$ cat config.mk
export PLATFORM = sky130hd
export DESIGN_NAME = dp_ram
export DESIGN_NICKNAME = d
export VERILOG_FILES = /design/src/dp_ram.sv
export SDC_FILE = /design/constraint.sdc
export NUM_CORES = 2
export LEC_CHECK = 0
export ABC_AREA = 1
export ABC_CLOCK_PERIOD_IN_PS = 2000
export BUFFER_PORTS_ARGS = -buffer_cell sky130_fd_sc_hd__buf_2
export CAP_MARGIN = 20
export CORE_ASPECT_RATIO = 0.7
export CORE_MARGIN = 3
export CORE_UTILIZATION = 45
export CTS_BUF_LIST = sky130_fd_sc_hd__clkbuf_4 sky130_fd_sc_hd__clkbuf_8
export DETAILED_ROUTE_END_ITERATION = 10
export MAX_ROUTING_LAYER = met4
export SYNTH_ARGS = -nofsm -noshare
export SYNTH_HDL_FRONTEND = slang
export SYNTH_SLANG_ARGS = --single-unit
$ cat constraint.sdc
create_clock -name clk -period 2 [get_ports clk]
set_input_delay 0.3 -clock clk [delete_from_list [all_inputs] [get_ports clk]]
set_output_delay 0.3 -clock clk [all_outputs]
set_load 0.005 [all_outputs]
$ cat src/dp_ram.sv
// single-clock RAM, one write port and one registered read port
// the read output holds until the next rd_i
// a read of the address being written returns the old word
`timescale 1ns/1ps

module dp_ram #(
    parameter type word_t = logic [7:0],
    parameter int  AW     = 8
) (
    input  logic          clk,
    input  logic          wr_i,
    input  logic [AW-1:0] waddr_i,
    input  word_t         wdata_i,
    input  logic          rd_i,
    input  logic [AW-1:0] raddr_i,
    output word_t         rdata_o
);

    word_t mem [2**AW];                 // no reset, contents loaded through the write port

    always_ff @(posedge clk) begin
        if (wr_i) begin
            mem[waddr_i] <= wdata_i;
        end
        if (rd_i) begin
            rdata_o <= mem[raddr_i];
        end
    end

endmodule

==> run summary <==
First-pass GRT wire length = 360000 um
Worst r2r src = mem[211][1]
RSZ-0062 raised after global routing = true
Register bit total from synthesis = 2056
Synthesized instance count = 7003
Total of max-cap violations = 0
Crit Path Class = reg -> reg
Reg2Reg Depth = 11
Vias in the first global route = 54162
Netlist cell types = 13
Layout cell share with drive strength beyond 1 = 0.158
Drt pass-1 iters = 6
H-Tree Depth = 5
Clock root buffer = clkbuf_8
Total number of vias = 57625
Clk buf depth = 4
Crit path launch type = flop
Yosys warns = 0
Input/output buffers = 34
Post-route DRC violation count = 0
Post-DP HPWL = 153000 um
Total Routed Length = 244000 um
Boundary Pins = 35
Fin crit share = 0.971
Status = finished, final reports clean
Worst-path clk slew = 70 ps
Total grt overflow = 0
Fin Clk Skew = 38.6 ps
Syn avg cell area = 11.9 sq um
Hold Path End = rdata_o[0]
Pwr Density = 886 nW/um^2
Setup TNS = 0 ps
Required time of the critical path = 2660 ps
Die W = 521 um
Final min period = 1940 ps
Max-slew headroom = 0.420
Sequential area share after synthesis = 0.740
Full die area = 191000 sq um
Slew Limit Fails = 0
Crit. End Element = flop
Core area = 183000 sq um
# rows = 131
Fmax = 515 MHz
Net count after synthesis = 7030
Postcts setup bufs = 0
Clock latency on the worst-skew pair = 910 ps
R2R Setup Slk = 60 ps
Vias/cell = 5.60
Worst min-delay path class = in -> reg
Peak supply drop = 613 uV
Gpl congestion = 0.891
Routed len/inst = 23.7 um
P_leak = 35.3 nW
CTS tree = done
Pwr Total = 86.6 mW
Area Growth Syn to Fin = 17.2%
Die H = 366 um
CTS sink count = 2056
Critical path arrival = 2600 ps
Final setup violation count = 0
Detail Route Antenna Nets = 0
Starting DRT DRC Count = 7927
Initial antenna violation count = 18
Initial Util = 0.456
Pin count of the biggest net entering global routing = 62
Reg2Reg Capture Point = rdata_o[1]
WHS Path Cells = 5
Final nets = 7631
Slew @ Worst Pin = 868 ps
Synth Cell Area = 83500 sq um
Final Hold Viols = 0
CP max FO = 1
CTS buffer count = 306
GRT Overall Usage = 0.259
Hold wc startpoint = raddr_i[6]
## cells by family after synthesis
logic type / after synthesis / synth area share
simple gates: 4425 / 0.229
flops: 2056 / 0.740
buf+inv: 522 / 0.0312
## cells in the final DEF (no fill, tap or decap)
cell type | netlist | routed
buf_12 | 0 | 164
buf_2 | 268 | 22
buf_4 | 46 | 569
buf_8 | 1 | 11
bufinv_16 | 0 | 3
clkbuf_4 | 0 | 101
clkbuf_8 | 0 | 314
clkinv_1 | 0 | 72
clkinv_2 | 0 | 16
clkinvlp_4 | 0 | 8
diode_2 | 0 | 9
dlygate4sd3_1 | 0 | 10
edfxtp_1 | 2056 | 2056
inv_1 | 36 | 34
inv_16 | 0 | 1
inv_2 | 2 | 1
inv_4 | 1 | 1
inv_6 | 0 | 3
inv_8 | 0 | 3
nand2_1 | 2123 | 2117
nand2_2 | 0 | 6
nand3_1 | 2019 | 2004
nand3_2 | 0 | 15
nor2_1 | 283 | 283
## how the worst max path moves through the flow
stage,from,endpoint,slack [ps],cells past startpoint
final,mem[211][1],rdata_o[1],60,11
after global routing,mem[214][4],rdata_o[4],-20,11
after CTS,mem[151][1],rdata_o[1],9,10
after detailed placement,raddr_i[0],rdata_o[2],-740,15
after global placement,raddr_i[0],rdata_o[7],-810,15
after floorplan,wr_i,mem[162][0],210,4
## report_power, final
part | switching [mW] | internal (mW)
registers | 0.0432 | 47.5
logic | 4.39 | 2.00
clock network | 15.9 | 16.8
## critical path: stages (launching register included)
cell and delay, ps:
edfxtp_1 360, nand2_1 90, nand3_1 100, nand3_1 100, nand3_1 120, nand3_1 220
nand3_2 160, nand3_2 180, buf_12 110, nand2_1 50, nand2_1 150, nand2_1 70
## registers in the layout (all words and copies together) (netlist names)
register  cells
mem        2048
rdata_o       8
## cell usage after synthesis (all sizes together)
cell type | n | area (sq um)
edfxtp | 2056 | 61700
nand2 | 2123 | 7970
nor2 | 283 | 1060
clkbuf | 112 | 420
inv | 39 | 149
buf | 371 | 2030
nand3 | 2019 | 10100
## per-stage QoR
| step | utilization | worst slack (ps) | hold slack [ps] | instances | area [sq um] |
|---|---|---|---|---|---|
| finish | 0.534 | 58.5 | 99.4 | 10283 | 97800 |
| global route | 0.534 | -16.4 | 60.0 | 10279 | 97800 |
| CTS | 0.533 | 8.99 | 11.2 | 10274 | 97700 |
| detailed placement | 0.502 | -738 | 620 | 9746 | 92000 |
| global placement | 0.502 | -814 | 618 | 9746 | 92000 |
| floorplan | - | 209 | 399 | 7003 | 83500 |
## layout make-up
type                       instances  area, sq um
antenna                            9         22.5
clock buffer                     415         5080
clock inverter                   103          538
fill                           15542        85500
inverter                          39          180
multi-input combinational       4425        19200
sequential                      2056        61700
tap                             2460         3080
timing repair buffer             776         7930
## routing by layer
metal,vias up,wire length (um),track usage
met5,-,0,-
met4,0,5970,0.0657
met3,369,26800,0.0518
met2,3017,103000,0.355
met1,28131,108000,0.395
li1,26108,-,-
## repair_timing
item	4_1_cts	5_1_grt
resized for setup	1	14
pin swaps	0	1
gates cloned	0	0
hold buffers	10	0
endpoints found under the hold margin	617	0
endpoints found under the setup margin	1	7
Power figures use the tool's default switching activity.
