$ cat src/vgen_pkg.sv
// shared types and constants for the text-mode video generator
// scan counters are 11 bits, so a line or a frame is limited to 2047 clocks or lines
// register numbers are 3 bits wide, and read-back decodes only the low two bits
package vgen_pkg;

    localparam int CNT_W      = 11;             // h/v scan counter width
    localparam int CHAR_W     = 8;              // pixels per character cell
    localparam int FETCH_LEAD = CHAR_W + 2;     // one cell plus vram and font latency
    localparam int FONT_AW    = 13;             // {bank, code[7:0], row[3:0]}

    typedef logic [3:0]  pal_idx_t;             // palette index
    typedef logic [7:0]  font_byte_t;           // one glyph row, bit 7 leftmost
    typedef logic [15:0] reg_word_t;
    typedef logic [2:0]  reg_num_t;

    // video ram word: background, foreground, character code
    typedef struct packed {
        pal_idx_t   bg;                         // bits 15:12
        pal_idx_t   fg;                         // bits 11:8
        logic [7:0] code;                       // bits 7:0
    } vram_word_t;

    // write registers
    localparam reg_num_t REG_DISPSTART = 3'd0;  // text start word address
    localparam reg_num_t REG_LINEWIDTH = 3'd1;  // words per text row
    localparam reg_num_t REG_SCROLLY   = 3'd2;  // [3:0] first glyph row of frame
    localparam reg_num_t REG_FONTCTRL  = 3'd3;  // [3:0] height-1, [8] bank

    localparam reg_word_t FEATURE_WORD = 16'h8001;

    // scan phase order, for both the horizontal and vertical counters
    typedef enum logic [1:0] {
        PRE_SYNC  = 2'd0,                       // front porch
        SYNC      = 2'd1,
        POST_SYNC = 2'd2,                       // back porch
        VISIBLE   = 2'd3
    } scan_state_e;

endpackage
$ cat src/vgen_scan_if.sv
// scan position and events from the timing generator
// hsync and vsync already carry their output polarity
// line_end and frame_end are one-clock strobes on the last pixel
`timescale 1ns/1ps

interface vgen_scan_if;

    logic                       h_visible;
    logic                       v_visible;
    logic                       hsync;
    logic                       vsync;
    logic                       fetch_win;      // memory fetch window, visible lines only
    logic                       line_end;
    logic                       frame_end;
    logic [vgen_pkg::CNT_W-1:0] v_count;        // current line, 0 = first visible

    modport gen  (output h_visible, v_visible, hsync, vsync, fetch_win,
                         line_end, frame_end, v_count);
    modport pix  (input  h_visible, v_visible, hsync, vsync, fetch_win,
                         line_end, frame_end);
    modport stat (input  h_visible, v_visible, v_count);

endinterface

$ cat src/video_timing.sv
// horizontal and vertical scan generator, one pixel per clock
// a line is front porch, sync, back porch, then visible pixels
// a frame is visible lines first, then front porch, sync and back porch
// H_BACK must be at least FETCH_LEAD for the fetch window to fit
`timescale 1ns/1ps

module video_timing #(
    parameter int H_VISIBLE = 640,
    parameter int H_FRONT   = 16,
    parameter int H_SYNC    = 96,
    parameter int H_BACK    = 48,
    parameter int V_VISIBLE = 480,
    parameter int V_FRONT   = 10,
    parameter int V_SYNC    = 2,
    parameter int V_BACK    = 33,
    parameter bit HSYNC_POL = 1'b0,
    parameter bit VSYNC_POL = 1'b0
) (
    input  logic      clk,
    input  logic      reset_i,
    vgen_scan_if.gen  scan
);

    localparam int W       = vgen_pkg::CNT_W;
    localparam int H_OFF   = H_FRONT + H_SYNC + H_BACK;         // blank clocks before visible
    localparam int H_TOTAL = H_OFF + H_VISIBLE;
    localparam int V_TOTAL = V_VISIBLE + V_FRONT + V_SYNC + V_BACK;

    vgen_pkg::scan_state_e h_state, v_state;
    logic [W-1:0]          h_count, v_count;
    logic [W-1:0]          h_bound, v_bound;                    // last count of current state
    logic                  h_last, v_last;

    // compare-to-boundary: each state ends at a fixed count
    always_comb begin
        case (h_state)
            vgen_pkg::PRE_SYNC:  h_bound = W'(H_FRONT - 1);
            vgen_pkg::SYNC:      h_bound = W'(H_FRONT + H_SYNC - 1);
            vgen_pkg::POST_SYNC: h_bound = W'(H_OFF - 1);
            default:             h_bound = W'(H_TOTAL - 1);
        endcase
        case (v_state)
            vgen_pkg::VISIBLE:   v_bound = W'(V_VISIBLE - 1);
            vgen_pkg::PRE_SYNC:  v_bound = W'(V_VISIBLE + V_FRONT - 1);
            vgen_pkg::SYNC:      v_bound = W'(V_VISIBLE + V_FRONT + V_SYNC - 1);
            default:             v_bound = W'(V_TOTAL - 1);
        endcase
    end

    assign h_last = (h_state == vgen_pkg::VISIBLE) && (h_count == h_bound);
    assign v_last = (v_state == vgen_pkg::POST_SYNC) && (v_count == v_bound);

    always_ff @(posedge clk) begin
        if (reset_i) begin
            h_state <= vgen_pkg::PRE_SYNC;
            v_state <= vgen_pkg::VISIBLE;                       // frame starts on visible line 0
            h_count <= '0;
            v_count <= '0;
        end else begin
            h_count <= h_last ? '0 : h_count + 1'b1;
            if (h_count == h_bound) begin
                h_state <= vgen_pkg::scan_state_e'(h_state + 2'd1);     // wraps to PRE_SYNC
            end
            if (h_last) begin
                v_count <= v_last ? '0 : v_count + 1'b1;
                if (v_count == v_bound) begin
                    v_state <= vgen_pkg::scan_state_e'(v_state + 2'd1);
                end
            end
        end
    end

    assign scan.h_visible = (h_state == vgen_pkg::VISIBLE);
    assign scan.v_visible = (v_state == vgen_pkg::VISIBLE);
    assign scan.hsync     = (h_state == vgen_pkg::SYNC) ? HSYNC_POL : ~HSYNC_POL;
    assign scan.vsync     = (v_state == vgen_pkg::SYNC) ? VSYNC_POL : ~VSYNC_POL;
    assign scan.fetch_win = scan.v_visible && (h_count >= W'(H_OFF - vgen_pkg::FETCH_LEAD));
    assign scan.line_end  = h_last;
    assign scan.frame_end = h_last && v_last;                   // last pixel of the frame
    assign scan.v_count   = v_count;

endmodule

$ cat src/flat_wrapper.sv
// flat-port wrapper written by rule: the top's interface ports become plain ports
module video_timing_flat 
#(
    parameter int H_VISIBLE = 640,
    parameter int H_FRONT   = 16,
    parameter int H_SYNC    = 96,
    parameter int H_BACK    = 48,
    parameter int V_VISIBLE = 480,
    parameter int V_FRONT   = 10,
    parameter int V_SYNC    = 2,
    parameter int V_BACK    = 33,
    parameter bit HSYNC_POL = 1'b0,
    parameter bit VSYNC_POL = 1'b0
)
  (clk, reset_i, scan_h_visible, scan_v_visible, scan_hsync, scan_vsync, scan_fetch_win, scan_line_end, scan_frame_end, scan_v_count);
  vgen_scan_if scan_i ();
  input  logic clk;
  input  logic reset_i;
  output wire logic [$bits(scan_i.h_visible)-1:0] scan_h_visible;
  output wire logic [$bits(scan_i.v_visible)-1:0] scan_v_visible;
  output wire logic [$bits(scan_i.hsync)-1:0] scan_hsync;
  output wire logic [$bits(scan_i.vsync)-1:0] scan_vsync;
  output wire logic [$bits(scan_i.fetch_win)-1:0] scan_fetch_win;
  output wire logic [$bits(scan_i.line_end)-1:0] scan_line_end;
  output wire logic [$bits(scan_i.frame_end)-1:0] scan_frame_end;
  output wire logic [$bits(scan_i.v_count)-1:0] scan_v_count;
  assign scan_h_visible = scan_i.h_visible;
  assign scan_v_visible = scan_i.v_visible;
  assign scan_hsync = scan_i.hsync;
  assign scan_vsync = scan_i.vsync;
  assign scan_fetch_win = scan_i.fetch_win;
  assign scan_line_end = scan_i.line_end;
  assign scan_frame_end = scan_i.frame_end;
  assign scan_v_count = scan_i.v_count;
  video_timing #(.H_VISIBLE(H_VISIBLE), .H_FRONT(H_FRONT), .H_SYNC(H_SYNC), .H_BACK(H_BACK), .V_VISIBLE(V_VISIBLE), .V_FRONT(V_FRONT), .V_SYNC(V_SYNC), .V_BACK(V_BACK), .HSYNC_POL(HSYNC_POL), .VSYNC_POL(VSYNC_POL)) u_core (.clk(clk), .reset_i(reset_i), .scan(scan_i));
endmodule
$ cat config.mk
export PLATFORM = sky130hd
export DESIGN_NAME = video_timing_flat
export DESIGN_NICKNAME = d
export VERILOG_FILES = /design/src/vgen_pkg.sv /design/src/vgen_scan_if.sv /design/src/video_timing.sv /design/src/flat_wrapper.sv
export SDC_FILE = /design/constraint.sdc
export NUM_CORES = 1
export LEC_CHECK = 0
export BUFFER_PORTS_ARGS = -buffer_cell sky130_fd_sc_hd__buf_2
export CORE_MARGIN = 8
export CORE_UTILIZATION = 55
export CTS_CLUSTER_SIZE = 25
export DETAILED_ROUTE_END_ITERATION = 10
export PLACE_DENSITY_LB_ADDON = 0.05
export SETUP_SLACK_MARGIN = 0.05
export SYNTH_ARGS = -nofsm -noshare
export SYNTH_HDL_FRONTEND = slang
export SYNTH_SLANG_ARGS = --single-unit
$ cat constraint.sdc
create_clock -name clk -period 3 [get_ports clk]
set_clock_uncertainty 0.2 [all_clocks]
set_input_delay 0.45 -clock clk [delete_from_list [all_inputs] [get_ports clk]]
set_output_delay 0.45 -clock clk [all_outputs]
set_load 0.01 [all_outputs]
==> results.txt <==
----------------------------------------------------
[CTS]
  Number of clock sinks ... 26
  Source-to-sink clock delay at the later pin of the worst-skew pair ... 0.33 ns
  Deepest level of the CTS H-tree ... 1
  Maximum clock path buffer count ... 2
  Buffer type at the clock tree root ... clkbuf_4
  TritonCTS clock tree ... built
  Cts bufs inserted ... 3
  Clock-pin slew on the worst setup and hold paths ... 0.15 ns

[Routing]
  Vias per inst ... 5.96
  DR DRC count ... 0
  Remaining number of nets flagged by the antenna check after routing ... 0
  Total detailed-routing wirelength ... roughly 3500 um
  Drt pass-1 iters ... 4
  Detailed-route wire length per cell ... 14.8 um
  Vias ... approximately 1.4k
  Violation count after the first detailed-routing iteration ... 95

[Placed design]
  Placer's final routability congestion estimate ... 0.887
  Final HPWL from detailed placement ... 2630 um
  Post-Place Setup Slack ... about 0.46 ns
  # port buffers ... 19

[STA]
  Post-layout min period ... 2.84 ns
  RSZ-0062 raised after global routing ... no
  Total Negative Setup Slacks ... 0 ns
  Transition at the pin with the smallest max-transition slack ... 0.501 ns
  Highest Clock Rate ... 352 MHz
  Hold violation count in the final report ... 0
  Setup violation total in the final timing report ... 0
  Share of the clock period used by the worst path ... 0.947
  Fin. max-slew vios ... 0
  Smallest setup slack after layout ... ~0.16 ns
  Worst-case headroom to the max-slew limit ... 0.665

[Floorplan]
  Boundary Pins ... 20
  Height of the die ... ~70 um
  Overall die area ... around 0.0049 sq mm
  Initial Util ... 0.580
  Die width ... about 70 um
  Number of cell rows ... 19
  CORE AREA ... 0.00278 sq mm

[Logic synthesis]
  Post-synth design cell area ... about 0.0016 sq mm
  Mean Syn Cell Area ... 8.97 sq um
  Post-synth EDFFs ... 0
  Most used flip-flop cell after synthesis ... dfxtp_1
  Number of distinct library cells after synthesis ... 44
  Commonest cells in the synthesized netlist ... 26 x dfxtp_1, 16 x nand3_1, 16 x nor2_1
  Most common cell in the synthesized netlist ... dfxtp_1
  Compound-cell area share of the yosys netlist ... 0.195
  Xor/xnor cell area share of the yosys netlist ... 0.0814
  Count of state elements after synthesis ... 26
  Yosys Warn Count ... 0
  Simple-gate share of the synthesized area ... 0.253
  Largest family of logic cells by synthesized area ... simple AND/OR/NAND/NOR gates
  Adder-cell share of the synthesized area ... 0.101
  Cell type contributing the most total cell area after synthesis ... dfxtp_1
  Post-synth net total ... roughly 200
  Top-area cell type share of the netlist area ... 0.322
  Area contributors post-synth ... dfxtp_1 32%, ha_1 10%, o311ai_2 6.0%
  Async set-reset flop share out of synthesis ... 0
  Number of instances in the synthesized netlist ... 180
  Multiplexer share of the synthesized area ... 0
  Sequential share of the synthesized area ... 0.322

[Critical path]
  Nature of the critical path endpoint ... primary output
  Buffers & Inverters on Critical Path ... 2
  Category of the worst setup path launch point ... flop
  Critical path fanouts, max ... 7
  Delay of the slowest cell on the worst path ... roughly 0.40 ns
  Worst reg2reg endpoint ... u_core.scan.v_count[4]
  Setup slack of the most critical reg-to-reg path ... 0.57 ns
  Beginning of the worst register-to-register path ... u_core.v_state[1]
  Required time at the endpoint of the critical path ... 2.35 ns
  CP cell instances ... inv_1 -> ha_1 -> nor4b_1 -> o211a_1 -> and4bb_2 -> and3_1 -> buf_2
  Cell family contributing the most delay on the critical path ... simple AND/OR/NAND/NOR gates
  Slowest cell on the critical path ... dfxtp_4
  Critical path start-end classification ... flop to primary output
  R2R cell count ... 7
  Critical Path AT ... 2.19 ns

[Min path]
  Worst hold stages ... 2
  Startpoint of the most critical hold path ... reset_i
  Worst min path class ... input pin to flop
  Worst-case hold path end point ... u_core.scan.v_count[0]

[Pwr]
  Power density relative to cell area ... ~340 mW/mm^2
  Highest ir drop seen on vdd ... 0.292 mV
  Static Leakage ... about 0.76 nW

[Global routing]
  Pin count of the biggest net entering global routing ... 16
  Vias in the first global route ... 1311
  Overall global routing resource usage ... 0.144
  Residual overflow from global routing ... 0
  Antenna violations before repair ... 0
  Wire length of the first global-routing pass ... 6020 um

[Run]
  Max cap viols ... 0

[Outcome]
  Result of the run ... completed

[Final layout]
  Number of nets at the end of the flow ... 219
  Area added between synthesis and finish ... 12.6%
  # diodes ... 0
  Layout cell share with drive strength beyond 1 ... 0.222
  Final cell utilization of the core ... 0.653

----------------------------------------------------
==> how the worst max path moves through the flow <==
stage,startpoint,to,depth (start not counted)
after floorplan,u_core.v_state[0],scan_frame_end,5
after CTS,u_core.v_state[0],scan_frame_end,7
after global placement,u_core.v_state[0],scan_frame_end,7
after global routing,u_core.v_state[0],scan_frame_end,7
after detailed placement,u_core.v_state[0],scan_frame_end,7
final,u_core.v_state[0],scan_frame_end,7
==> report_power, final <==
part	leakage (nW)	total, mW	switching, mW	internal (mW)
Combinational	0.522	0.0201	0.0137	0.00639
Clock	0.0279	0.247	0.112	0.135
Sequential	0.210	0.352	0.00406	0.348
Total	0.761	0.619	0.130	0.489
==> cell type report <==
class                           count  area (sq um)
Multi-Input combinational cell    135          1020
Fill cell                         239           965
Sequential cell                    26           526
Timing Repair Buffer               23           125
Inverter                           15          57.6
Tap cell                           31          38.8
Clock inverter                      1          30.0
Clock buffer                        3          22.5
==> state kept, by name, summed over array words and instances, names as in the netlist <==
name                 cells
u_core.h_count          11
u_core.h_state           2
u_core.scan.v_count     11
u_core.v_state           2
==> worst register-to-register path, stage by stage, from the launching register on <==
cell	delay, ns
dfxtp_1	0.45
inv_1	0.09
ha_1	0.20
o21a_1	0.20
o2111a_1	0.29
a31oi_4	0.40
nand2_4	0.18
o311ai_2	0.32
==> stage by stage <==
stage	total power [mW]	instances	instance area, sq um	hold slack, ns
floorplan	0.373	180	1610	0.230
global placement	0.378	227	1740	0.245
detailed placement	0.380	227	1740	0.265
CTS	0.628	231	1790	0.150
global route	0.639	234	1820	0.160
finish	0.619	234	1820	0.165
==> timing repair <==
item / in CTS / in global routing
hold buffers: 0 / 0
setup endpoints to repair: 0 / 1
buffers inserted: 0 / 3
gates resized for setup: 0 / 3
==> cell usage in the layout (no fill, tap or decap), types with 4 or more instances in the layout <==
cell type and instances:
nand3_1 16, ha_1 13, nand2_1 14, xnor2_1 7, buf_4 4, nand4_1 6, dfxtp_1 24, o311ai_2 6
inv_1 13, nor2_1 16, and3_1 5, a21oi_1 6, xor2_1 8, buf_2 19
==> routing by layer <==
layer,wire (um),vias up,global-route usage
met4,31,0,0.0402
met5,0,-,0
met1,1660,658,0.179
li1,-,696,-
met2,1570,36,0.241
met3,196,4,0.0325
==> logic make-up after synthesis <==
group | count (synthesis)
XOR/XNOR | 15
buffers and inverters | 19
AO/OA/AOI/OAI | 32
flip-flops | 26
adder cells (fa/ha/maj) | 13
AND/OR/NAND/NOR | 75
Power figures use the tool's default switching activity.
