`src/vgen_pkg.sv`:
```
// shared types and constants for the text-mode video generator
// scan counters are 11 bits, so a line or a frame is limited to 2047 clocks or lines
// register numbers are 3 bits wide, and read-back decodes only the low two bits
package vgen_pkg;

    localparam int CNT_W      = 11;             // h/v scan counter width
    localparam int CHAR_W     = 8;              // pixels per character cell
    localparam int FETCH_LEAD = CHAR_W + 2;     // one cell plus vram and font latency
    localparam int FONT_AW    = 13;             // {bank, code[7:0], row[3:0]}

    typedef logic [3:0]  pal_idx_t;             // palette index
    typedef logic [7:0]  font_byte_t;           // one glyph row, bit 7 leftmost
    typedef logic [15:0] reg_word_t;
    typedef logic [2:0]  reg_num_t;

    // video ram word: background, foreground, character code
    typedef struct packed {
        pal_idx_t   bg;                         // bits 15:12
        pal_idx_t   fg;                         // bits 11:8
        logic [7:0] code;                       // bits 7:0
    } vram_word_t;

    // write registers
    localparam reg_num_t REG_DISPSTART = 3'd0;  // text start word address
    localparam reg_num_t REG_LINEWIDTH = 3'd1;  // words per text row
    localparam reg_num_t REG_SCROLLY   = 3'd2;  // [3:0] first glyph row of frame
    localparam reg_num_t REG_FONTCTRL  = 3'd3;  // [3:0] height-1, [8] bank

    localparam reg_word_t FEATURE_WORD = 16'h8001;

    // scan phase order, for both the horizontal and vertical counters
    typedef enum logic [1:0] {
        PRE_SYNC  = 2'd0,                       // front porch
        SYNC      = 2'd1,
        POST_SYNC = 2'd2,                       // back porch
        VISIBLE   = 2'd3
    } scan_state_e;

endpackage
```
`src/vgen_scan_if.sv`:
```
// scan position and events from the timing generator
// hsync and vsync already carry their output polarity
// line_end and frame_end are one-clock strobes on the last pixel
`timescale 1ns/1ps

interface vgen_scan_if;

    logic                       h_visible;
    logic                       v_visible;
    logic                       hsync;
    logic                       vsync;
    logic                       fetch_win;      // memory fetch window, visible lines only
    logic                       line_end;
    logic                       frame_end;
    logic [vgen_pkg::CNT_W-1:0] v_count;        // current line, 0 = first visible

    modport gen  (output h_visible, v_visible, hsync, vsync, fetch_win,
                         line_end, frame_end, v_count);
    modport pix  (input  h_visible, v_visible, hsync, vsync, fetch_win,
                         line_end, frame_end);
    modport stat (input  h_visible, v_visible, v_count);

endinterface

```
`src/vgen_cfg_if.sv`:
```
// live text configuration from the register block to the pixel generator
// text_start and fine_scrolly are only sampled by the consumer at frame end
`timescale 1ns/1ps

interface vgen_cfg_if;

    vgen_pkg::reg_word_t text_start;            // word address of first cell
    vgen_pkg::reg_word_t line_width;            // words per text row
    logic [3:0]          font_height;           // glyph rows minus one
    logic                font_bank;
    logic [3:0]          fine_scrolly;          // first glyph row of the frame

    modport src (output text_start, line_width, font_height, font_bank, fine_scrolly);
    modport dst (input  text_start, line_width, font_height, font_bank, fine_scrolly);

endinterface

```
`src/vgen_regs.sv`:
```
// configuration registers with registered read-back
// a write lands on the clock edge that samples reg_wr_i
// reg_data_o follows reg_num_i one clock later, and register 3 returns live scan status
`timescale 1ns/1ps

module vgen_regs #(
    parameter int H_VISIBLE = 640,
    parameter int V_VISIBLE = 480
) (
    input  logic                clk,
    input  logic                reset_i,
    input  logic                reg_wr_i,
    input  vgen_pkg::reg_num_t  reg_num_i,
    input  vgen_pkg::reg_word_t reg_data_i,
    output vgen_pkg::reg_word_t reg_data_o,
    vgen_cfg_if.src             cfg,
    vgen_scan_if.stat           scan
);

    always_ff @(posedge clk) begin
        if (reset_i) begin
            cfg.text_start   <= '0;
            cfg.line_width   <= vgen_pkg::reg_word_t'(H_VISIBLE / vgen_pkg::CHAR_W);
            cfg.fine_scrolly <= '0;
            cfg.font_height  <= 4'd15;                  // 8x16 font
            cfg.font_bank    <= 1'b0;
        end else if (reg_wr_i) begin
            case (reg_num_i)
                vgen_pkg::REG_DISPSTART: cfg.text_start   <= reg_data_i;
                vgen_pkg::REG_LINEWIDTH: cfg.line_width   <= reg_data_i;
                vgen_pkg::REG_SCROLLY:   cfg.fine_scrolly <= reg_data_i[3:0];
                vgen_pkg::REG_FONTCTRL: begin
                    cfg.font_height <= reg_data_i[3:0];
                    cfg.font_bank   <= reg_data_i[8];
                end
                default: ;                              // 4..7 not writable
            endcase
        end
    end

    // read mux, low two bits only
    always_ff @(posedge clk) begin
        case (reg_num_i[1:0])
            2'd0:    reg_data_o <= vgen_pkg::reg_word_t'(H_VISIBLE);
            2'd1:    reg_data_o <= vgen_pkg::reg_word_t'(V_VISIBLE);
            2'd2:    reg_data_o <= vgen_pkg::FEATURE_WORD;
            default: reg_data_o <= {~scan.v_visible, ~scan.h_visible, 3'b000, scan.v_count};
        endcase
    end

endmodule

```
`src/flat_wrapper.sv`:
```
// flat-port wrapper written by rule: the top's interface ports become plain ports
module vgen_regs_flat 
#(
    parameter int H_VISIBLE = 640,
    parameter int V_VISIBLE = 480
)
  (clk, reset_i, reg_wr_i, reg_num_i, reg_data_i, reg_data_o, cfg_text_start, cfg_line_width, cfg_font_height, cfg_font_bank, cfg_fine_scrolly, scan_h_visible, scan_v_visible, scan_v_count);
  vgen_cfg_if cfg_i ();
  vgen_scan_if scan_i ();
  input  logic clk;
  input  logic reset_i;
  input  logic reg_wr_i;
  input  vgen_pkg::reg_num_t reg_num_i;
  input  vgen_pkg::reg_word_t reg_data_i;
  output vgen_pkg::reg_word_t reg_data_o;
  output wire logic [$bits(cfg_i.text_start)-1:0] cfg_text_start;
  output wire logic [$bits(cfg_i.line_width)-1:0] cfg_line_width;
  output wire logic [$bits(cfg_i.font_height)-1:0] cfg_font_height;
  output wire logic [$bits(cfg_i.font_bank)-1:0] cfg_font_bank;
  output wire logic [$bits(cfg_i.fine_scrolly)-1:0] cfg_fine_scrolly;
  input wire logic [$bits(scan_i.h_visible)-1:0] scan_h_visible;
  input wire logic [$bits(scan_i.v_visible)-1:0] scan_v_visible;
  input wire logic [$bits(scan_i.v_count)-1:0] scan_v_count;
  assign cfg_text_start = cfg_i.text_start;
  assign cfg_line_width = cfg_i.line_width;
  assign cfg_font_height = cfg_i.font_height;
  assign cfg_font_bank = cfg_i.font_bank;
  assign cfg_fine_scrolly = cfg_i.fine_scrolly;
  assign scan_i.h_visible = scan_h_visible;
  assign scan_i.v_visible = scan_v_visible;
  assign scan_i.v_count = scan_v_count;
  vgen_regs #(.H_VISIBLE(H_VISIBLE), .V_VISIBLE(V_VISIBLE)) u_core (.clk(clk), .reset_i(reset_i), .reg_wr_i(reg_wr_i), .reg_num_i(reg_num_i), .reg_data_i(reg_data_i), .reg_data_o(reg_data_o), .cfg(cfg_i), .scan(scan_i));
endmodule
```
`config.mk`:
```
export PLATFORM = sky130hd
export DESIGN_NAME = vgen_regs_flat
export DESIGN_NICKNAME = d
export VERILOG_FILES = /design/src/vgen_pkg.sv /design/src/vgen_scan_if.sv /design/src/vgen_cfg_if.sv /design/src/vgen_regs.sv /design/src/flat_wrapper.sv
export SDC_FILE = /design/constraint.sdc
export NUM_CORES = 1
export LEC_CHECK = 0
export BUFFER_PORTS_ARGS = -buffer_cell sky130_fd_sc_hd__buf_2
export CAP_MARGIN = 15
export CORE_ASPECT_RATIO = 0.75
export CORE_MARGIN = 2
export CORE_UTILIZATION = 30
export CTS_CLUSTER_SIZE = 14
export DETAILED_ROUTE_END_ITERATION = 12
export GPL_ROUTABILITY_DRIVEN = 1
export HOLD_SLACK_MARGIN = 0.05
export PLACE_DENSITY = 0.51
export SETUP_SLACK_MARGIN = 0.15
export SLEW_MARGIN = 20
export SYNTH_ARGS = -nofsm -noshare
export SYNTH_HDL_FRONTEND = slang
export SYNTH_SLANG_ARGS = --single-unit
export TNS_END_PERCENT = 50
```
`constraint.sdc`:
```
create_clock -name clk -period 1.8 [get_ports clk]
set_input_delay 0.18 -clock clk [delete_from_list [all_inputs] [get_ports clk]]
set_output_delay 0.18 -clock clk [all_outputs]
set_load 0.1 [all_outputs]
```
==> results of run 1 <==
synth_stat cells, drive strengths merged, types with 3 or more instances:
library cell,n
nor2,13
nand2,3
nand2b,51
and3,5
dfxtp,54
a21boi,5
clkbuf,10
inv,4
buf,8
mux2i,41
cells by family (layout without fill, tap and decap cells):
| group | Yosys count | count (layout) | synth area share, % |
|---|---|---|---|
| muxes | 41 | 41 | 19.29 |
| and+or+nand+nor | 78 | 78 | 21.88 |
| buffers and inverters | 22 | 108 | 5.824 |
| DFF | 54 | 54 | 50.82 |
| AOI/OAI and AO/OA | 6 | 6 | 2.000 |
| other | 1 | 3 | 0.1763 |
state kept, by name, indices dropped and copies added (netlist names):
register / cells
u_core.reg_data_o: 13
u_core.cfg.font_height: 4
u_core.cfg.text_start: 16
u_core.cfg.line_width: 16
u_core.cfg.fine_scrolly: 4
u_core.cfg.font_bank: 1
layer usage:
metal	wire, microns	up-vias	global-route usage, %
li1	-	822	-
met1	2319	703	17.00
met2	1993	39	19.40
met3	285	4	4.649
met4	44	0	4.189
met5	0	-	0
power groups by stage:
stage          Sequential [mW]  Clock, mW  Combinational [mW]
2_1_floorplan             1.53          0               0.133
3_3_place_gp              1.27          0               0.493
3_5_place_dp              1.27          0               0.495
4_1_cts                   1.24      0.883               0.500
5_1_grt                   1.25      0.929               0.521
6_report                  1.24      0.844               0.496
stage by stage:
stage               worst slack (ps)  util (%)  power (mW)  area, sq um  std cells
floorplan                      568.0         -       1.666         2135        204
finish                         503.1     40.73       2.582         2783        374
detailed placement             380.2     38.59       1.765         2636        363
global placement               394.0     38.59       1.763         2636        363
CTS                            484.3     40.73       2.627         2783        374
global route                   448.0     40.73       2.699         2783        374
tightest hold or removal path: cells and delay by family:
family | cells | cell delay [ps]
AO/OA/AOI/OAI | 1 | 60
buffers and inverters | 1 | 70
AND/OR/NAND/NOR | 1 | 60
how the worst min path moves through the flow:
| stage | start | to | slack (ps) | cells after the start |
|---|---|---|---|---|
| after CTS | scan_v_count[9] | u_core.reg_data_o[9] | 80 | 3 |
| final | scan_v_count[9] | u_core.reg_data_o[9] | 100 | 3 |
| after global routing | scan_v_count[9] | u_core.reg_data_o[9] | 90 | 3 |
| after global placement | scan_h_visible | u_core.reg_data_o[14] | 340 | 2 |
| after detailed placement | scan_h_visible | u_core.reg_data_o[14] | 350 | 2 |
| after floorplan | scan_h_visible | u_core.reg_data_o[14] | 250 | 1 |
area by class of cell:
class                   instances  area [sq um]
clock buffers                   5         68.82
clock inverters                 3         47.55
fillers                       694          4049
inverters                       4         15.01
multi-input cells             128         944.7
flip-flops and latches         54          1081
well taps                      84         105.1
repair buffers                 96         520.5
==> impl_metrics.tcl, run 1 <==
set metrics [dict create \
    synthFlopType "dfxtp_1" \
    cp.arrival_ps 1120 \
    die_h_microns 76.92 \
    cpMaxStageDelayCell "buf_2" \
    initial_utilization_pct 31.14 \
    cts_sinks 54 \
    grt_pass1_vias 1586 \
    crit_type "reg -> out" \
    fp-row-count 26 \
    vias_per_cell 4.193 \
    ys_seq_area_share_pct 50.82 \
    rr_startpoint "u_core.cfg.text_start[5]" \
    cts_resized 0 \
    syn-cell-area_sq_um 2127 \
    period_minus_slack_ps 1297 \
    yosysTopAreaCell "dfxtp_1" \
    firstDrtPassIters 4 \
    routed_wl_mm 4.642 \
    cts_buffers 5 \
    cp-endpoint "cfg_fine_scrolly[0]" \
    final_cell_mix "buf_2 (88), dfxtp_1 (54), nand2b_1 (51)" \
    die_w_microns 101.2 \
    startpoint_type "flip-flop" \
    clockBufferDepth 2 \
    rrSetupSlack_ps 1170 \
    hold_path_class "in -> reg" \
    p_int_mw 1.769 \
    required_ps 1620 \
    seq_power_share_pct 48.1 \
    drcViolationCount 0 \
    clkPwrFrac_pct 32.7 \
    crit_buf_inv 1 \
    first_iter_violations 33 \
    antenna_left 0 \
    avgRoutedWirePerCell_microns 12.41 \
    crit_chain "buf_2" \
    syn_avg_cell_area_sq_um 10.53 \
    combPwrFrac_pct 19.2 \
    final-setup-viol-count 0 \
    grt_start_max_net_pins 34 \
    htreeDepth 2 \
    synth_edf_count 0 \
    die-area_sq_um 7787 \
    critPathLaunch "u_core.cfg.fine_scrolly[0]" \
    nets 324 \
    postCtsSetupBuffers 0 \
    maxCapViolations 0 \
    track_usage_pct 12.86 \
    clk_pin_slew_ps 110 \
    io_buffers 88 \
    grt-ovfl-total 0 \
    coreArea_sq_um 6832 \
    diodes 0 \
    slew_violations 0 \
    io_pins 92 \
    sw_frac_of_total_pct 31.50 \
    final_common_cell "buf_2" \
    rsz0062_at_grt "no" \
    ctsHoldBuffers 3 \
    whs_ps 97.56 \
    yosysWarnings 0 \
    cts_tree "built" \
    crit_fanout 2 \
    drive_gt1_share_pct 35.17 \
    p_sw_mw 0.8136 \
    tns_ps 0 \
    ys_ff_latch 54 \
    ys_types 21 \
    synth_top_area_share_pct 50.82 \
    reg2reg_depth 2 \
    p_leak_nw 1.366 \
    antenna_found_initial 0 \
    grt_first_pass_wirelength_mm 7.790 \
    slowest_delay_ps 440 \
    timing.rr.end "u_core.cfg.text_start[5]" \
    ir_drop_v 0.0003332 \
    worstSkewPairLatency_ps 310 \
    powerDensity_nw_per_um2 928.1 \
    path_depth 1 \
    cp_top_family "buffers and inverters" \
    num_vias 1568 \
    worst_setup_path_end_kind "output pin" \
    synthArstFlopShare_pct 0 \
    fmax_mhz 771.1 \
    ys_top_cells_by_area "dfxtp_1 (51%), mux2i_1 (19%), nand2b_1 (15%), nor2_1 (2.3%), a21boi_0 (1.8%)" \
    status "completed" \
    syn2layout_area_growth_pct 30.82 \
    gp_congestion 0.6882 \
    finalCritPeriodShare_pct 72.05 \
    synthCells 202 \
    dp_hpwl_mm 3.366 \
    final-hold-violation-count 0 \
    clock_skew_ps 0 \
    cts-root-buf "clkbuf_8" \
]
Power figures use the tool's default switching activity.
==> run 2: changes to the inputs <==
--- a/config.mk
+++ b/config.mk
@@ -5,6 +5,7 @@
 export SDC_FILE = /design/constraint.sdc
 export NUM_CORES = 1
 export LEC_CHECK = 0
+export ABC_AREA = 1
 export BUFFER_PORTS_ARGS = -buffer_cell sky130_fd_sc_hd__buf_2
 export CAP_MARGIN = 15
 export CORE_ASPECT_RATIO = 0.75
@@ -14,7 +15,7 @@
 export DETAILED_ROUTE_END_ITERATION = 12
 export GPL_ROUTABILITY_DRIVEN = 1
 export HOLD_SLACK_MARGIN = 0.05
-export PLACE_DENSITY = 0.51
+export PLACE_DENSITY = 0.53
 export SETUP_SLACK_MARGIN = 0.15
 export SLEW_MARGIN = 20
 export SYNTH_ARGS = -nofsm -noshare
==> constraint.sdc (replaced) <==
create_clock -name clk -period 1.08 [get_ports clk]
set_input_delay 0.108 -clock clk [delete_from_list [all_inputs] [get_ports clk]]
set_output_delay 0.108 -clock clk [all_outputs]
set_load 0.1 [all_outputs]
==> run 2 against run 1 <==
  * Clock-buffer cell count up 3
  * Critical path depth did not move
  * Die area down 2.9%
  * Non-clock buffer count grew 22
  * Wire length is 26% higher
  * Combinational power grew to 2.8 times the previous value
  * Flip-flop and latch count is the same
  * Sequential power grew 74%
  * Sequential share of layout area is 8.7 points lower
  * Hold slack worse by 6.8 ps
  * Critical path type unchanged
  * Largest cell class is now non-clock buffers
==> impl_metrics.tcl, run 2 <==
set metrics [dict create \
    status "completed" \
    routed_wl_mm 5.829 \
    drcViolationCount 0 \
    finalCritPeriodShare_pct 88.28 \
    crit_type "reg -> out" \
    grt-ovfl-total 0 \
    crit_buf_inv 1 \
    fillerInstances 612 \
    muxShareOfSynthArea_pct 0 \
    final-hold-violation-count 0 \
    die-area_sq_um 7560 \
    gp_congestion 0.8332 \
    grt_start_max_net_pins 42 \
    postLayoutCellArea_sq_um 3846 \
    powerDensity_nw_per_um2 1252 \
    antenna_left 0 \
    cp_top_family "flip-flops" \
    synth_fa_ha_area_share_pct 0 \
    cp.arrival_ps 850 \
    synthFlopType "dfxtp_1" \
    crit_chain "buf_12" \
    synth_edf_count 0 \
    yosysWarnings 0 \
    diodes 0 \
    maxCapViolations 0 \
    clock_skew_ps 0 \
    slew_violations 0 \
    grt_pass1_vias 1931 \
    rr_startpoint "u_core.cfg.text_start[13]" \
    syn-cell-area_sq_um 2062 \
    place_ws_ps -7.882 \
    timing.rr.end "u_core.cfg.text_start[13]" \
    whs_ps 90.76 \
    vias_per_cell 4.216 \
    synth_xor_area_share_pct 0 \
    clk_pin_slew_ps 90 \
    synth_top_family_by_area "simple AND/OR/NAND/NOR gates" \
    cpMaxStageDelayCell "dfxtp_2" \
    startpoint_type "flip-flop" \
    reg2reg_depth 3 \
    cts_sinks 54 \
    rsz0062_at_grt "yes" \
    synth_compound_area_share_pct 0.2427 \
    initial_utilization_pct 30.62 \
    avgRoutedWirePerCell_microns 11.99 \
    synth-simple-area-share_pct 38.23 \
    final_common_cell "nor2_1" \
    dp_hpwl_mm 4.333 \
    period_minus_slack_ps 953.4 \
    hold_start "reg_num_i[0]" \
    crit_fanout 2 \
    grt_first_pass_wirelength_mm 9.528 \
    final.setup.worst_slack_ps 126.6 \
    instances_no_fill 486 \
    htreeDepth 2 \
    first_iter_violations 106 \
    io_buffers 88 \
    cts-root-buf "clkbuf_8" \
    clockBufferDepth 2 \
    place_area_sq_um 3485 \
    hold_path_class "in -> reg" \
    num_vias 2049 \
    die_w_microns 99.73 \
    worst_setup_path_end_kind "output pin" \
    synth_common_cells "nor2_1 (88), nand2_1 (58), dfxtp_1 (54)" \
    fp-row-count 26 \
    syn2layout_area_growth_pct 86.53 \
    p_leak_nw 1.770 \
    ys_seq_area_share_pct 52.43 \
    final_cell_mix "nor2_1 (88), nand2_1 (58), buf_12 (57)" \
    synth_top_area_share_pct 52.43 \
    worstSkewPairLatency_ps 290 \
    rrSetupSlack_ps 350 \
    hold_end "u_core.reg_data_o[15]" \
    yosysTopAreaCell "dfxtp_1" \
    drive_gt1_share_pct 41.29 \
    required_ps 970 \
    cts_buffers 5 \
    firstDrtPassIters 4 \
    ys_ff_latch 54 \
    synthCells 288 \
    largestRegisters "u_core.cfg.line_width x16, u_core.cfg.text_start x16, u_core.reg_data_o x13" \
    place_inst 455 \
    die_h_microns 75.80 \
    io_pins 92 \
    ys_types 14 \
    antenna_found_initial 0 \
    cts_tree "built" \
    fmax_mhz 1049 \
    slowest_delay_ps 370 \
    final-setup-viol-count 0 \
    ys_top_cells_by_area "dfxtp_1 (52%), nor2_1 (16%), nand2_1 (11%), nand3_1 (10%), inv_1 (4.6%)" \
    ir_drop_v 0.0006726 \
    synth_most_common_cell "nor2_1" \
    track_usage_pct 16.04 \
    nets 436 \
    syn_avg_cell_area_sq_um 7.160 \
    min_path_cells 2 \
    synthArstFlopShare_pct 0 \
    coreArea_sq_um 6734 \
]
-- run 2: cell types whose count changed in the layout (fill, tap and decap cells not counted), moves of 17 or more --
cell and delta:
nor2_1 +75, buf_12 +56, nand2_1 +55, buf_2 -54, dfxtp_1 -54, nand2b_1 -51, dfxtp_2 +49, mux2i_1 -41
nand3_1 +40, inv_1 +21, dlygate4sd3_1 +17
-- run 2: cells by family after synthesis --
kind of cell    after synthesis
other cells                   1
flops                        54
compound gates                1
buf+inv                      41
simple gates                191
-- run 2: worst max-delay path by stage --
stage,to,slack (ps),start,cells past startpoint
2_1_floorplan,reg_data_o[0],60,u_core.reg_data_o[0],0
3_3_place_gp,u_core.cfg.text_start[13],30,reg_num_i[2],6
3_5_place_dp,u_core.cfg.text_start[13],-8,reg_num_i[2],6
4_1_cts,cfg_text_start[8],110,u_core.cfg.text_start[8],1
5_1_grt,cfg_text_start[7],80,u_core.cfg.text_start[7],1
6_report,cfg_text_start[8],130,u_core.cfg.text_start[8],1
-- run 2: per-stage QoR --
step	setup TNS, ps	power [mW]	utilization (%)
final	0	4.815	57.12
after global routing	0	5.032	57.12
after CTS	0	4.870	56.63
after detailed placement	-7.882	3.538	51.75
after global placement	0	3.530	51.75
after floorplan	0	3.019	-
-- run 2: timing repair --
item | in CTS | in global routing
setup endpoints to repair | 54 | 57
endpoints found under the hold margin | 19 | 0
hold buffers | 20 | 0
resized for setup | 14 | 4
buffers inserted | 0 | 3
-- run 2: power breakdown --
group / leakage, nW / total [mW] / internal (mW) / switching [mW]
clock: 0.0575 / 1.27 / 0.648 / 0.620
sequential: 0.460 / 2.16 / 2.08 / 0.0798
combinational: 1.25 / 1.39 / 0.499 / 0.889
total: 1.77 / 4.82 / 3.23 / 1.59
-- run 2: layout make-up --
cell class / count / area [sq um] / area share [%]
Timing Repair Buffer: 118 / 1564 / 40.66
Sequential cell: 54 / 1161 / 30.19
Multi-Input combinational cell: 195 / 804.5 / 20.92
Clock buffer: 8 / 110.1 / 2.863
Tap cell: 84 / 105.1 / 2.733
Inverter: 27 / 101.3 / 2.635
-- run 2: metal layers --
layer	wire [microns]	global-route usage [%]	part of all wire (%)
met5	0	0	0
met2	2627	25.15	45
met4	42	3.653	0.72
met3	267	4.587	4.6
met1	2892	22.19	50
